<file path="src/logic/tile_pkg.sv">
`default_nettype none

package tile_pkg;

    // --------------------------------------------------
    // Widths
    // --------------------------------------------------
    localparam int BLOCK_ADDR_SIZE = 34;
    localparam int BEAT_WIDTH      = 128;
    localparam int BEATS_PER_LINE  = 4;
    localparam int BEAT_IDX_WIDTH  = 2;
    localparam int LINE_WIDTH      = BEAT_WIDTH * BEATS_PER_LINE;
    localparam int DMEM_ADDR_WIDTH = 40;
    localparam int XLEN            = 64;
    localparam int CSR_ADDR_SIZE   = 12;

    // Counter bank
    localparam int NUM_HPM       = 8;
    localparam int HPM_IDX_WIDTH = 3;
    localparam logic [CSR_ADDR_SIZE-1:0] HPM_BASE_ADDR = 12'hB03; // mhpmcounter3

    // Fixed acquire fields for an instruction refill
    localparam logic [2:0]  ACQ_A_TYPE  = 3'b001;
    localparam logic [16:0] ACQ_UNION   = 17'b00000000111000001;
    localparam logic        ACQ_BUILTIN = 1'b1;

    // --------------------------------------------------
    // Bus structs
    // --------------------------------------------------
    typedef struct packed {
        logic                       valid;
        logic [BLOCK_ADDR_SIZE-1:0] block_addr;
    } ifill_req_t;

    typedef struct packed {
        logic                       valid;
        logic [BLOCK_ADDR_SIZE-1:0] addr_block;
        logic                       xact_id;
        logic [BEAT_IDX_WIDTH-1:0]  addr_beat;
        logic [BEAT_WIDTH-1:0]      data;
        logic                       builtin;
        logic [2:0]                 a_type;
        logic [16:0]                acq_union;
    } l2_acquire_t;

    typedef struct packed {
        logic                      valid;
        logic [BEAT_WIDTH-1:0]     data;
        logic [BEAT_IDX_WIDTH-1:0] beat;
    } l2_grant_t;

    typedef struct packed {
        logic                  line_valid;
        logic [LINE_WIDTH-1:0] line;
        logic                  ack;
    } ifill_resp_t;

    typedef struct packed {
        logic [CSR_ADDR_SIZE-1:0] addr;
        logic                     we;
        logic [XLEN-1:0]          wdata;
    } hpm_access_t;

    typedef struct packed {
        logic icache_req;
        logic icache_kill;
        logic l2_hit;
        logic dmem_load;
        logic dmem_store;
        logic itlb_access;
        logic itlb_miss;
        logic itlb_ready;
    } pmu_raw_t;

    // Event index of each counter
    typedef enum logic [HPM_IDX_WIDTH-1:0] {
        EV_ICACHE_REQ   = 3'd0,
        EV_ICACHE_KILL  = 3'd1,
        EV_L2_HIT       = 3'd2,
        EV_DMEM_LOAD    = 3'd3,
        EV_DMEM_STORE   = 3'd4,
        EV_ITLB_ACCESS  = 3'd5,
        EV_ITLB_MISS_CY = 3'd6,
        EV_REFILL_BEAT  = 3'd7
    } hpm_event_e;

endpackage

`default_nettype wire
</file>
<file path="src/logic/tile_top.sv">
`timescale 1ns/1ps
`default_nettype none

module tile_top
    import tile_pkg::*;
(
    input  logic                       CLK,
    input  logic                       RST,

    input  ifill_req_t                 ifill_req_i,
    input  l2_grant_t                  grant_i,
    input  pmu_raw_t                   pmu_raw_i,
    input  logic [DMEM_ADDR_WIDTH-1:0] dmem_addr_i,
    input  hpm_access_t                hpm_access_i,

    output l2_acquire_t                acquire_o,
    output logic                       grant_ready_o,
    output ifill_resp_t                ifill_resp_o,
    output logic [XLEN-1:0]            hpm_rdata_o,
    output logic [XLEN-1:0]            last_dmem_addr_o
);

    // --------------------------------------------------
    // Internal nets
    // --------------------------------------------------
    logic               grant_ack;   // Last refill beat
    logic               grant_beat;  // Any refill beat
    logic [NUM_HPM-1:0] events;

    ifill_adapter ifill_adapter_inst (
        .CLK           (CLK),
        .RST           (RST),
        .ifill_req_i   (ifill_req_i),
        .grant_i       (grant_i),
        .acquire_o     (acquire_o),
        .grant_ready_o (grant_ready_o),
        .ifill_resp_o  (ifill_resp_o),
        .grant_ack_o   (grant_ack),
        .grant_beat_o  (grant_beat)
    );

    pmu_event_unit pmu_event_unit_inst (
        .CLK              (CLK),
        .RST              (RST),
        .pmu_raw_i        (pmu_raw_i),
        .grant_ack_i      (grant_ack),
        .grant_beat_i     (grant_beat),
        .dmem_addr_i      (dmem_addr_i),
        .events_o         (events),
        .last_dmem_addr_o (last_dmem_addr_o)
    );

    hpm_counters hpm_counters_inst (
        .CLK          (CLK),
        .RST          (RST),
        .events_i     (events),
        .hpm_access_i (hpm_access_i),
        .hpm_rdata_o  (hpm_rdata_o)
    );

endmodule

`default_nettype wire

</file>
<file path="src/logic/hpm_counters.sv">
`timescale 1ns/1ps
`default_nettype none

module hpm_counters
    import tile_pkg::*;
(
    input  logic               CLK,
    input  logic               RST,

    // One increment strobe per counter
    input  logic [NUM_HPM-1:0] events_i,

    // CSR style access port
    input  hpm_access_t        hpm_access_i,
    output logic [XLEN-1:0]    hpm_rdata_o
);

    // --------------------------------------------------
    // Address decode
    // --------------------------------------------------
    logic [CSR_ADDR_SIZE-1:0] addr_offset;
    logic                     addr_hit;
    logic [HPM_IDX_WIDTH-1:0] sel;
    logic [NUM_HPM-1:0]       wr_sel;

    // Below the base the subtraction wraps high and misses as well
    assign addr_offset = hpm_access_i.addr - HPM_BASE_ADDR;
    assign addr_hit    = addr_offset < CSR_ADDR_SIZE'(NUM_HPM);
    assign sel         = addr_offset[HPM_IDX_WIDTH-1:0];

    // One-hot write select
    always_comb begin
        wr_sel = '0;
        if (hpm_access_i.we && addr_hit) begin
            wr_sel[sel] = 1'b1;
        end
    end

    // --------------------------------------------------
    // Counter bank
    // --------------------------------------------------
    logic [NUM_HPM-1:0][XLEN-1:0] cnt_q;

    for (genvar g = 0; g < NUM_HPM; g++) begin : g_cnt
        always_ff @(posedge CLK, negedge RST) begin
            if (!RST) begin
                cnt_q[g] <= '0;
            end else if (wr_sel[g]) begin
                cnt_q[g] <= hpm_access_i.wdata;  // Write wins over the event
            end else if (events_i[g]) begin
                cnt_q[g] <= cnt_q[g] + XLEN'(1);
            end
        end
    end

    // --------------------------------------------------
    // Read port
    // --------------------------------------------------
    // Unmapped addresses read as zero
    assign hpm_rdata_o = addr_hit ? cnt_q[sel] : '0;

endmodule

`default_nettype wire

</file>
<file path="src/logic/pmu_event_unit.sv">
`timescale 1ns/1ps
`default_nettype none

module pmu_event_unit
    import tile_pkg::*;
(
    input  logic                       CLK,
    input  logic                       RST,

    // Raw strobes from the tile
    input  pmu_raw_t                   pmu_raw_i,

    // Refill pulses from the refill bridge
    input  logic                       grant_ack_i,
    input  logic                       grant_beat_i,

    // dCache miss-read address
    input  logic [DMEM_ADDR_WIDTH-1:0] dmem_addr_i,

    output logic [NUM_HPM-1:0]         events_o,
    output logic [XLEN-1:0]            last_dmem_addr_o
);

    logic [NUM_HPM-1:0]         events_d;
    logic [NUM_HPM-1:0]         events_q;
    logic [DMEM_ADDR_WIDTH-1:0] dmem_addr_q;

    // --------------------------------------------------
    // Event formation
    // --------------------------------------------------
    always_comb begin
        events_d                  = '0;
        events_d[EV_ICACHE_REQ]   = pmu_raw_i.icache_req;
        events_d[EV_ICACHE_KILL]  = pmu_raw_i.icache_kill;
        events_d[EV_L2_HIT]       = grant_ack_i & pmu_raw_i.l2_hit;  // Refill served by L2
        events_d[EV_DMEM_LOAD]    = pmu_raw_i.dmem_load;
        events_d[EV_DMEM_STORE]   = pmu_raw_i.dmem_store;
        events_d[EV_ITLB_ACCESS]  = pmu_raw_i.itlb_access;
        // Count only cycles where the miss is still waiting on the walk
        events_d[EV_ITLB_MISS_CY] = pmu_raw_i.itlb_miss & ~pmu_raw_i.itlb_ready;
        events_d[EV_REFILL_BEAT]  = grant_beat_i;
    end

    // --------------------------------------------------
    // Registers
    // --------------------------------------------------
    always_ff @(posedge CLK, negedge RST) begin
        if (!RST) begin
            events_q    <= '0;
            dmem_addr_q <= '0;
        end else begin
            events_q    <= events_d;
            dmem_addr_q <= dmem_addr_i;  // Sampled every cycle
        end
    end

    assign events_o = events_q;

    // Zero extended for the debug port
    assign last_dmem_addr_o = {{(XLEN-DMEM_ADDR_WIDTH){1'b0}}, dmem_addr_q};

endmodule

`default_nettype wire

</file>
<file path="src/logic/ifill_adapter.sv">
`timescale 1ns/1ps
`default_nettype none

module ifill_adapter
    import tile_pkg::*;
(
    input  logic        CLK,
    input  logic        RST,

    // Refill request from the instruction cache
    input  ifill_req_t  ifill_req_i,

    // Grant beats from L2
    input  l2_grant_t   grant_i,

    // Acquire towards L2
    output l2_acquire_t acquire_o,
    output logic        grant_ready_o,

    // Assembled line back to the instruction cache
    output ifill_resp_t ifill_resp_o,

    // Event pulses for the PMU
    output logic        grant_ack_o,
    output logic        grant_beat_o
);

    // --------------------------------------------------
    // Acquire channel
    // --------------------------------------------------
    // Request is passed straight through, the rest is fixed
    assign acquire_o.valid      = ifill_req_i.valid;
    assign acquire_o.addr_block = ifill_req_i.block_addr;
    assign acquire_o.xact_id    = 1'b0;
    assign acquire_o.addr_beat  = '0;
    assign acquire_o.data       = '0;
    assign acquire_o.builtin    = ACQ_BUILTIN;
    assign acquire_o.a_type     = ACQ_A_TYPE;
    assign acquire_o.acq_union  = ACQ_UNION;

    assign grant_ready_o = 1'b1;  // L2 is never stalled

    // --------------------------------------------------
    // Grant beat assembly
    // --------------------------------------------------
    logic [BEATS_PER_LINE-1:0][BEAT_WIDTH-1:0] line_q;  // Slot per beat index
    logic                                      last_beat;
    logic                                      done_q;

    localparam logic [BEAT_IDX_WIDTH-1:0] LAST_BEAT_IDX = BEAT_IDX_WIDTH'(BEATS_PER_LINE - 1);

    assign last_beat = grant_i.valid && (grant_i.beat == LAST_BEAT_IDX);

    // Each beat lands in the slot named by its index, order does not matter
    always_ff @(posedge CLK) begin
        if (grant_i.valid) begin
            line_q[grant_i.beat] <= grant_i.data;
        end
    end

    // One-cycle completion pulse after the last beat
    always_ff @(posedge CLK, negedge RST) begin
        if (!RST) begin
            done_q <= 1'b0;
        end else begin
            done_q <= last_beat;
        end
    end

    assign ifill_resp_o.line_valid = done_q;
    assign ifill_resp_o.line       = line_q;  // Beat 3 in the top slice
    assign ifill_resp_o.ack        = done_q;

    // --------------------------------------------------
    // PMU strobes
    // --------------------------------------------------
    // Same cycle as the grant, so the L2 hit flag lines up with it
    assign grant_ack_o  = last_beat;
    assign grant_beat_o = grant_i.valid;

endmodule

`default_nettype wire

</file>
<file path="config.mk">
export PLATFORM = sky130hd
export DESIGN_NAME = tile_top
export DESIGN_NICKNAME = d
export VERILOG_FILES = /design/src/logic/tile_pkg.sv /design/src/logic/tile_top.sv /design/src/logic/hpm_counters.sv /design/src/logic/pmu_event_unit.sv /design/src/logic/ifill_adapter.sv
export SDC_FILE = /design/constraint.sdc
export NUM_CORES = 2
export LEC_CHECK = 0
export BUFFER_PORTS_ARGS = -buffer_cell sky130_fd_sc_hd__buf_4
export CAP_MARGIN = 5
export CORE_AREA = 2 2 440 442
export CTS_CLUSTER_DIAMETER = 120
export DETAILED_ROUTE_END_ITERATION = 10
export DIE_AREA = 0 0 442 444
export MAX_ROUTING_LAYER = met4
export REMOVE_ABC_BUFFERS = 1
export SYNTH_ARGS = -nofsm -noshare
export SYNTH_HDL_FRONTEND = slang
export SYNTH_SLANG_ARGS = --single-unit
export TNS_END_PERCENT = 5
</file>
<file path="constraint.sdc">
create_clock -name CLK -period 3.2 [get_ports CLK]
set_input_delay 0.64 -clock CLK [delete_from_list [all_inputs] [get_ports CLK]]
set_output_delay 0.64 -clock CLK [all_outputs]
set_load 0.005 [all_outputs]
</file>
### Word level (Yosys, flattened, before mapping)

Cells that the tools add are included.

| storage, ports and cells | value |
|---|---|
| word-level logic and storage cells | 70 |
| memories | 0 |
| ROM bits | 0 |
| output and inout port bits | 830 |
| bits in latches | 0 |
| RAM bits | 0 |
| input bits | 293 |
| register bits | 1073 |

| operators by class | value |
|---|---|
| equal/unequal tests | 1 |
| bitwise gates (word level) | 3 |
| muxes and demuxes | 25 |
| $lt $le $gt $ge | 5 |
| shift operators | 0 |
| $mul | 0 |
| $add $sub $neg | 9 |
| reductions and logical operators | 12 |
| divide/modulo/power cells | 0 |

Operator list:

| kind | number |
|---|---|
| 64-bit 2-to-1 mux | 18 |
| 64-bit by 1-bit adder with 64-bit output, second input constant | 8 |
| 512-bit bitwise mux | 1 |
| 128-bit demux with 2-bit select | 1 |
| 64-bit binary-select mux with 3-bit select | 1 |
| 128-bit 2-to-1 mux | 1 |
| 2-bit nonzero test | 8 |
| 12-bit by 4-bit < comparator with 1-bit output, second input constant | 1 |
| 12-bit subtractor, second input constant | 1 |
| 8-bit 2-to-1 mux | 1 |
| 1-bit logical AND | 4 |
| 3-bit by 4-bit < comparator with 1-bit output, second input constant | 1 |
| 1-bit demux with 3-bit select | 1 |
| 3-bit by 1-bit >= comparator with 1-bit output, second input constant | 1 |
| 2-bit by 3-bit < comparator with 1-bit output, second input constant | 1 |
| 1-bit bitwise AND | 2 |
| 2-bit == test, second input constant | 1 |
| 2-bit by 1-bit >= comparator with 1-bit output, second input constant | 1 |
| 1-bit 2-to-1 mux | 1 |
| 1-bit inverter | 1 |

### Logic depth before layout (Yosys ltp)

| logic depth | value |
|---|---|
| depth after elaboration | 7 |
| mapped depth | 9 |
| depth with buffers taken out | 7 |

### Cells and area by module

A second synthesis with hierarchy kept.

| second synthesis, totals | value |
|---|---|
| cell total of the unflattened synthesis | 4601 |
| area total of the unflattened synthesis | 49805.3 um^2 |

By module, submodules not included:

| module | cells an instance | sequential area each (um^2) | instances | area each (um^2) |
|---|---|---|---|---|
| hpm_counters | 3816 | 12812.3 | 1 | 31521.5 |
| ifill_adapter | 710 | 15399.8 | 1 | 16878.7 |
| pmu_event_unit | 75 | 1201.2 | 1 | 1405.1 |

### Least setup slack after synthesis

Ideal clock, no wire load.

| timing path | value |
|---|---|
| path type | input port to flip-flop |
| from | in grant_i[0] (netlist bit) |
| to | reg ifill_adapter_inst.line_q (netlist bit ifill_adapter_inst.ifill_resp_o[100]) (enable) |
| data required time | 2.399 ns |
| setup slack | -7.541 ns |
| stages | 1 |
| arrival time | 9.941 ns |
| path buffers | 0 |
| library setup time | 0.801 ns |
| cells stage by stage | nor3b_1 |

RTL lines:

| what | line | text |
|---|---|---|
| start: declaration | tile_top.sv:11 | `input l2_grant_t grant_i,` |
| end signal: indexed assignment | ifill_adapter.sv:57 | `line_q[grant_i.beat] <= grant_i.data;` |
| end: declaration | ifill_adapter.sv:46 | `logic [BEATS_PER_LINE-1:0][BEAT_WIDTH-1:0] line_q;` |

### Worst setup path after layout

| timing path | value |
|---|---|
| from | in hpm_access_i[66] (netlist bit) |
| to | out hpm_rdata_o[15] |

| between the ends | value |
|---|---|
| longest elaborated chain between the ends | 4 |
| elaborated cells between the ends (all ways) | 5 |
| classes of those cells | add/sub (1); order compare (1); mux (3) |

RTL lines:

| what | line | text |
|---|---|---|
| start: declaration | tile_top.sv:14 | `input hpm_access_t hpm_access_i,` |
| 12-bit subtractor (*) | hpm_counters.sv:27 | `assign addr_offset = hpm_access_i.addr - HPM_BASE_ADDR;` |
| parallel branches: the longest is 2 deep, another holds 12-bit by 4-bit < comparator with 1-bit output | -- |  |
| 64-bit 2-to-1 mux (*) | hpm_counters.sv:60 | `assign hpm_rdata_o = addr_hit ? cnt_q[sel] : '0;` |
| end: declaration | tile_top.sv:19 | `output logic [XLEN-1:0] hpm_rdata_o,` |

Mark *: on every way between the ends. The select of a mux whose other input is x is not followed.

==> qor.yml <==
sta:
  tightest_slew_ns: 0.812
  relSlewSlack: 0.455
  drv_slew: 0
  whs_ns: 0.0753
  fin_ws_ns: -0.114
  tns_ns: -3.21
  layout_min_cycle_time_ns: 3.31
  setup_viol: 57
  rsz0062_at_grt: "true"
  fin_skew_ns: 0.0426
  max_freq_ghz: 0.302
  hold_viol: 0
  min_period_over_period: 1.04
placement:
  place_ws_ns: -0.356
  io_buffer_count: 875
  place_inst: 8075
  place_hpwl_microns: 183000
  dpl_cell_area_sq_mm: 0.0611
  gp_congestion: 0.991
clock_network:
  cts_buffer_depth: 3
  clk_pin_slew_worst_paths_ns: 0.07
  insertion_delay_ns: 0.79
  cts.sink_count: 1073
  cts_buffers: 131
  cts_root_buffer: "clkbuf_16"
  htreeDepth: 4
  cts_tree: "done"
power_and_ir_drop:
  swShare: 0.306
  p_per_area_mw_per_mm2: 601
  p_leak_nw: 26.3
  ir_worst_vdd_uv: 455
  total_power_mw: 40.5
  p_clk_frac: 0.389
  cellInternalPower_mw: 28.1
  switchingPower_mw: 12.4
  pwr-share-seq: 0.436
  combPwrFrac: 0.175
drt:
  wirelength_microns: 239000
  post_drt_wl_per_cell_microns: 28.4
  dr.first_iter.drc_count: 4535
  drtAntennaViolNets: 0
  routed_via_density: 5.16
  num_vias: 43400
  dr.pass1.iters: 7
  drcViolationCount: 0
setup_path:
  max_stage_delay_ns: 0.57
  startpoint_type: "input port"
  cp-end-kind: "primary output"
  required_ns: 2.56
  cp_max_fo: 9
  critPathKind: "in2out"
  crit_slowest_cell: "or4_4"
  crit_top_cell: "buf_12"
  arrival_ns: 2.67
  path_cells: "buf_8, ha_4, xnor2_4, nand3_4, buf_12, buf_12, buf_12, o22ai_1, or4_4, nor2_4, buf_6"
synth:
  synthArstFlopShare: 0.523
  ys_seq_elements: 1073
  synth_xor_area_frac: 0.0869
  synth_cells: 4705
  syn_area_per_cell_sq_um: 10.7
  synth_flop_cell: "dfrtp_1"
  yosysSeqAreaShare: 0.585
  synth_mux_area_frac: 0.00271
  netlist_area_sq_mm: 0.0503
  synthAdderAreaFrac: 0.00224
  yosysUniqueCellTypes: 65
  synth_compound_area_frac: 0.0851
  synth_edf_count: 512
  synth_top_family_by_area: "simple AND/OR/NAND/NOR gates"
  yosys.area_share.simple: 0.177
  yosys_warnings: 0
global_routing:
  antenna_found_initial: 34
  grt_max_degree: 108
  grt_pass1_wl_microns: 327000
  grt_pass1_vias: 41300
  grt_usage: 0.242
  grt_overflow_total: 0
layout:
  instances_no_fill: 8419
  drive_above_1_share: 0.270
  fin_nets: 6069
  fillers: 19000
  design_area_sq_mm: 0.0674
  final_core_util: 0.352
  syn2layout_area_growth_pct: 34.1
hold_path:
  hold_path.class: "in2reg"
floorplan:
  start_util: 0.262
  row_count: 161
  dieArea_sq_mm: 0.196
  dieHeight_microns: 444
  core_area_sq_mm: 0.192
  boundaryPins: 1123
  die_x_microns: 442
run_status:
  violations: "setup timing"
  status: "finished with violations"
job:
  cap_violations: 0
[state kept, by name (all words and copies together) (netlist names)]
signal,count
pmu_event_unit_inst.dmem_addr_q,40
ifill_adapter_inst.done_q,1
ifill_adapter_inst.ifill_resp_o,512
pmu_event_unit_inst.events_o,8
hpm_counters_inst.cnt_q,512
[routing by layer]
metal / vias to the layer above / global-route usage / part of all wire
met4: 0 / 0.149 / 0.069
li1: 18700 / - / -
met2: 2711 / 0.411 / 0.50
met5: - / - / 0
met3: 624 / 0.0481 / 0.081
met1: 21400 / 0.261 / 0.35
[power by group through the flow]
stage               registers (mW)  clock network, mW  logic, mW
CTS                           17.6               16.1       6.92
finish                        17.7               15.8       7.08
global route                  17.8               16.7       7.45
detailed placement            17.9                  0       6.49
floorplan                     17.3                  0       3.02
global placement              17.9                  0       6.39
[cells in the final DEF (no fill, tap or decap), types with 10 or more instances in the layout]
master | Yosys | final
buf_4 | 214 | 1094
nor2_1 | 630 | 587
dfrtp_1 | 561 | 561
edfxtp_1 | 512 | 512
a21oi_1 | 439 | 439
xnor2_1 | 314 | 313
nand2_1 | 277 | 271
o22ai_1 | 256 | 251
xor2_1 | 185 | 184
nand3_1 | 182 | 180
conb_1 | 2 | 177
nand4_1 | 153 | 153
clkbuf_16 | 0 | 132
nor3_1 | 106 | 106
and3_1 | 91 | 90
nor4_1 | 90 | 90
buf_12 | 0 | 78
inv_1 | 55 | 55
and4_1 | 55 | 55
or4_4 | 4 | 54
dlygate4sd3_1 | 0 | 52
o21ai_0 | 47 | 47
or4_1 | 85 | 35
nor2_2 | 0 | 28
clkinv_2 | 0 | 22
clkbuf_1 | 180 | 22
diode_2 | 0 | 20
o21ai_1 | 18 | 18
buf_6 | 2 | 17
bufinv_16 | 0 | 16
nor2_4 | 0 | 15
and2_1 | 15 | 15
clkbuf_8 | 0 | 14
or3_1 | 18 | 12
or2_2 | 10 | 10
nor3_2 | 11 | 10
[cell families (layout without fill, tap and decap cells)]
family | after synthesis | count (layout)
other cells | 2 | 197
flops | 1073 | 1073
buf+inv | 560 | 1553
compound gates | 778 | 778
xor+xnor | 499 | 499
simple gates | 1771 | 1771
fa+ha+maj | 9 | 9
mux | 13 | 13
[area by class of cell]
class | instances | area, sq um | area share
Sequential cell | 1073 | 29400 | 0.436
Multi-Input combinational cell | 3247 | 19100 | 0.283
Timing Repair Buffer | 1259 | 10900 | 0.162
Clock buffer | 168 | 3580 | 0.0531
Tap cell | 2526 | 3160 | 0.0469
Clock inverter | 71 | 993 | 0.0147
Inverter | 55 | 206 | 0.00306
Antenna cell | 20 | 50.0 | 0.000742
[worst max-delay path, delay by kind of cell]
kind | cells | cell delay (ns)
AOI/OAI and AO/OA | 1 | 0.09
xor gates and xnor gates | 1 | 0.19
buffers and inverters | 5 | 0.61
and+or+nand+nor | 3 | 0.91
adders and majority gates | 1 | 0.20
[worst paths after layout]
| check | depth (start not counted) | endpoint | slack [ns] | start |
|---|---|---|---|---|
| setup / recovery | 11 | hpm_rdata_o[15] | -0.11 | hpm_access_i[66] |
| hold / removal | 1 | ifill_adapter_inst.ifill_resp_o[37] | 0.08 | grant_i[38] |
| setup reg to reg | 7 | hpm_counters_inst.cnt_q[378] | 0.21 | hpm_counters_inst.cnt_q[320] |
| hold reg to reg | 2 | hpm_counters_inst.cnt_q[511] | 0.59 | hpm_counters_inst.cnt_q[511] |
| max in group asynchronous | 3 | hpm_counters_inst.cnt_q[127] | 1.82 | RST |
| min in group asynchronous | 2 | hpm_counters_inst.cnt_q[399] | 0.36 | RST |
[cell usage after synthesis (18+ instances only)]
library cell | n | area share
nor2_1 | 630 | 0.047
dfrtp_1 | 561 | 0.28
edfxtp_1 | 512 | 0.31
a21oi_1 | 439 | 0.044
xnor2_1 | 314 | 0.055
nand2_1 | 277 | 0.021
o22ai_1 | 256 | 0.032
buf_4 | 214 | 0.032
xor2_1 | 185 | 0.032
nand3_1 | 182 | 0.018
clkbuf_1 | 180 | 0.013
nand4_1 | 153 | 0.019
nor3_1 | 106 | 0.011
and3_1 | 91 | 0.011
nor4_1 | 90 | 0.011
or4_1 | 85 | 0.013
buf_2 | 70 | 0.0070
and4_1 | 55 | 0.0096
inv_1 | 55 | 0.0041
o21ai_0 | 47 | 0.0047
buf_1 | 22 | 0.0016
o21ai_1 | 18 | 0.0018
or3_1 | 18 | 0.0022
[timing repair]
| action | 4_1_cts | 5_1_grt |
|---|---|---|
| gates resized for setup | 132 | 35 |
| pin swaps | 27 | 26 |
| buffers inserted | 19 | 2 |
| endpoints found under the setup margin | 64 | 64 |
| hold buffers | 52 | 0 |
| gates cloned | 13 | 0 |
| hold endpoints to repair | 87 | 0 |
No activity file was read; power rests on OpenSTA's default activity.
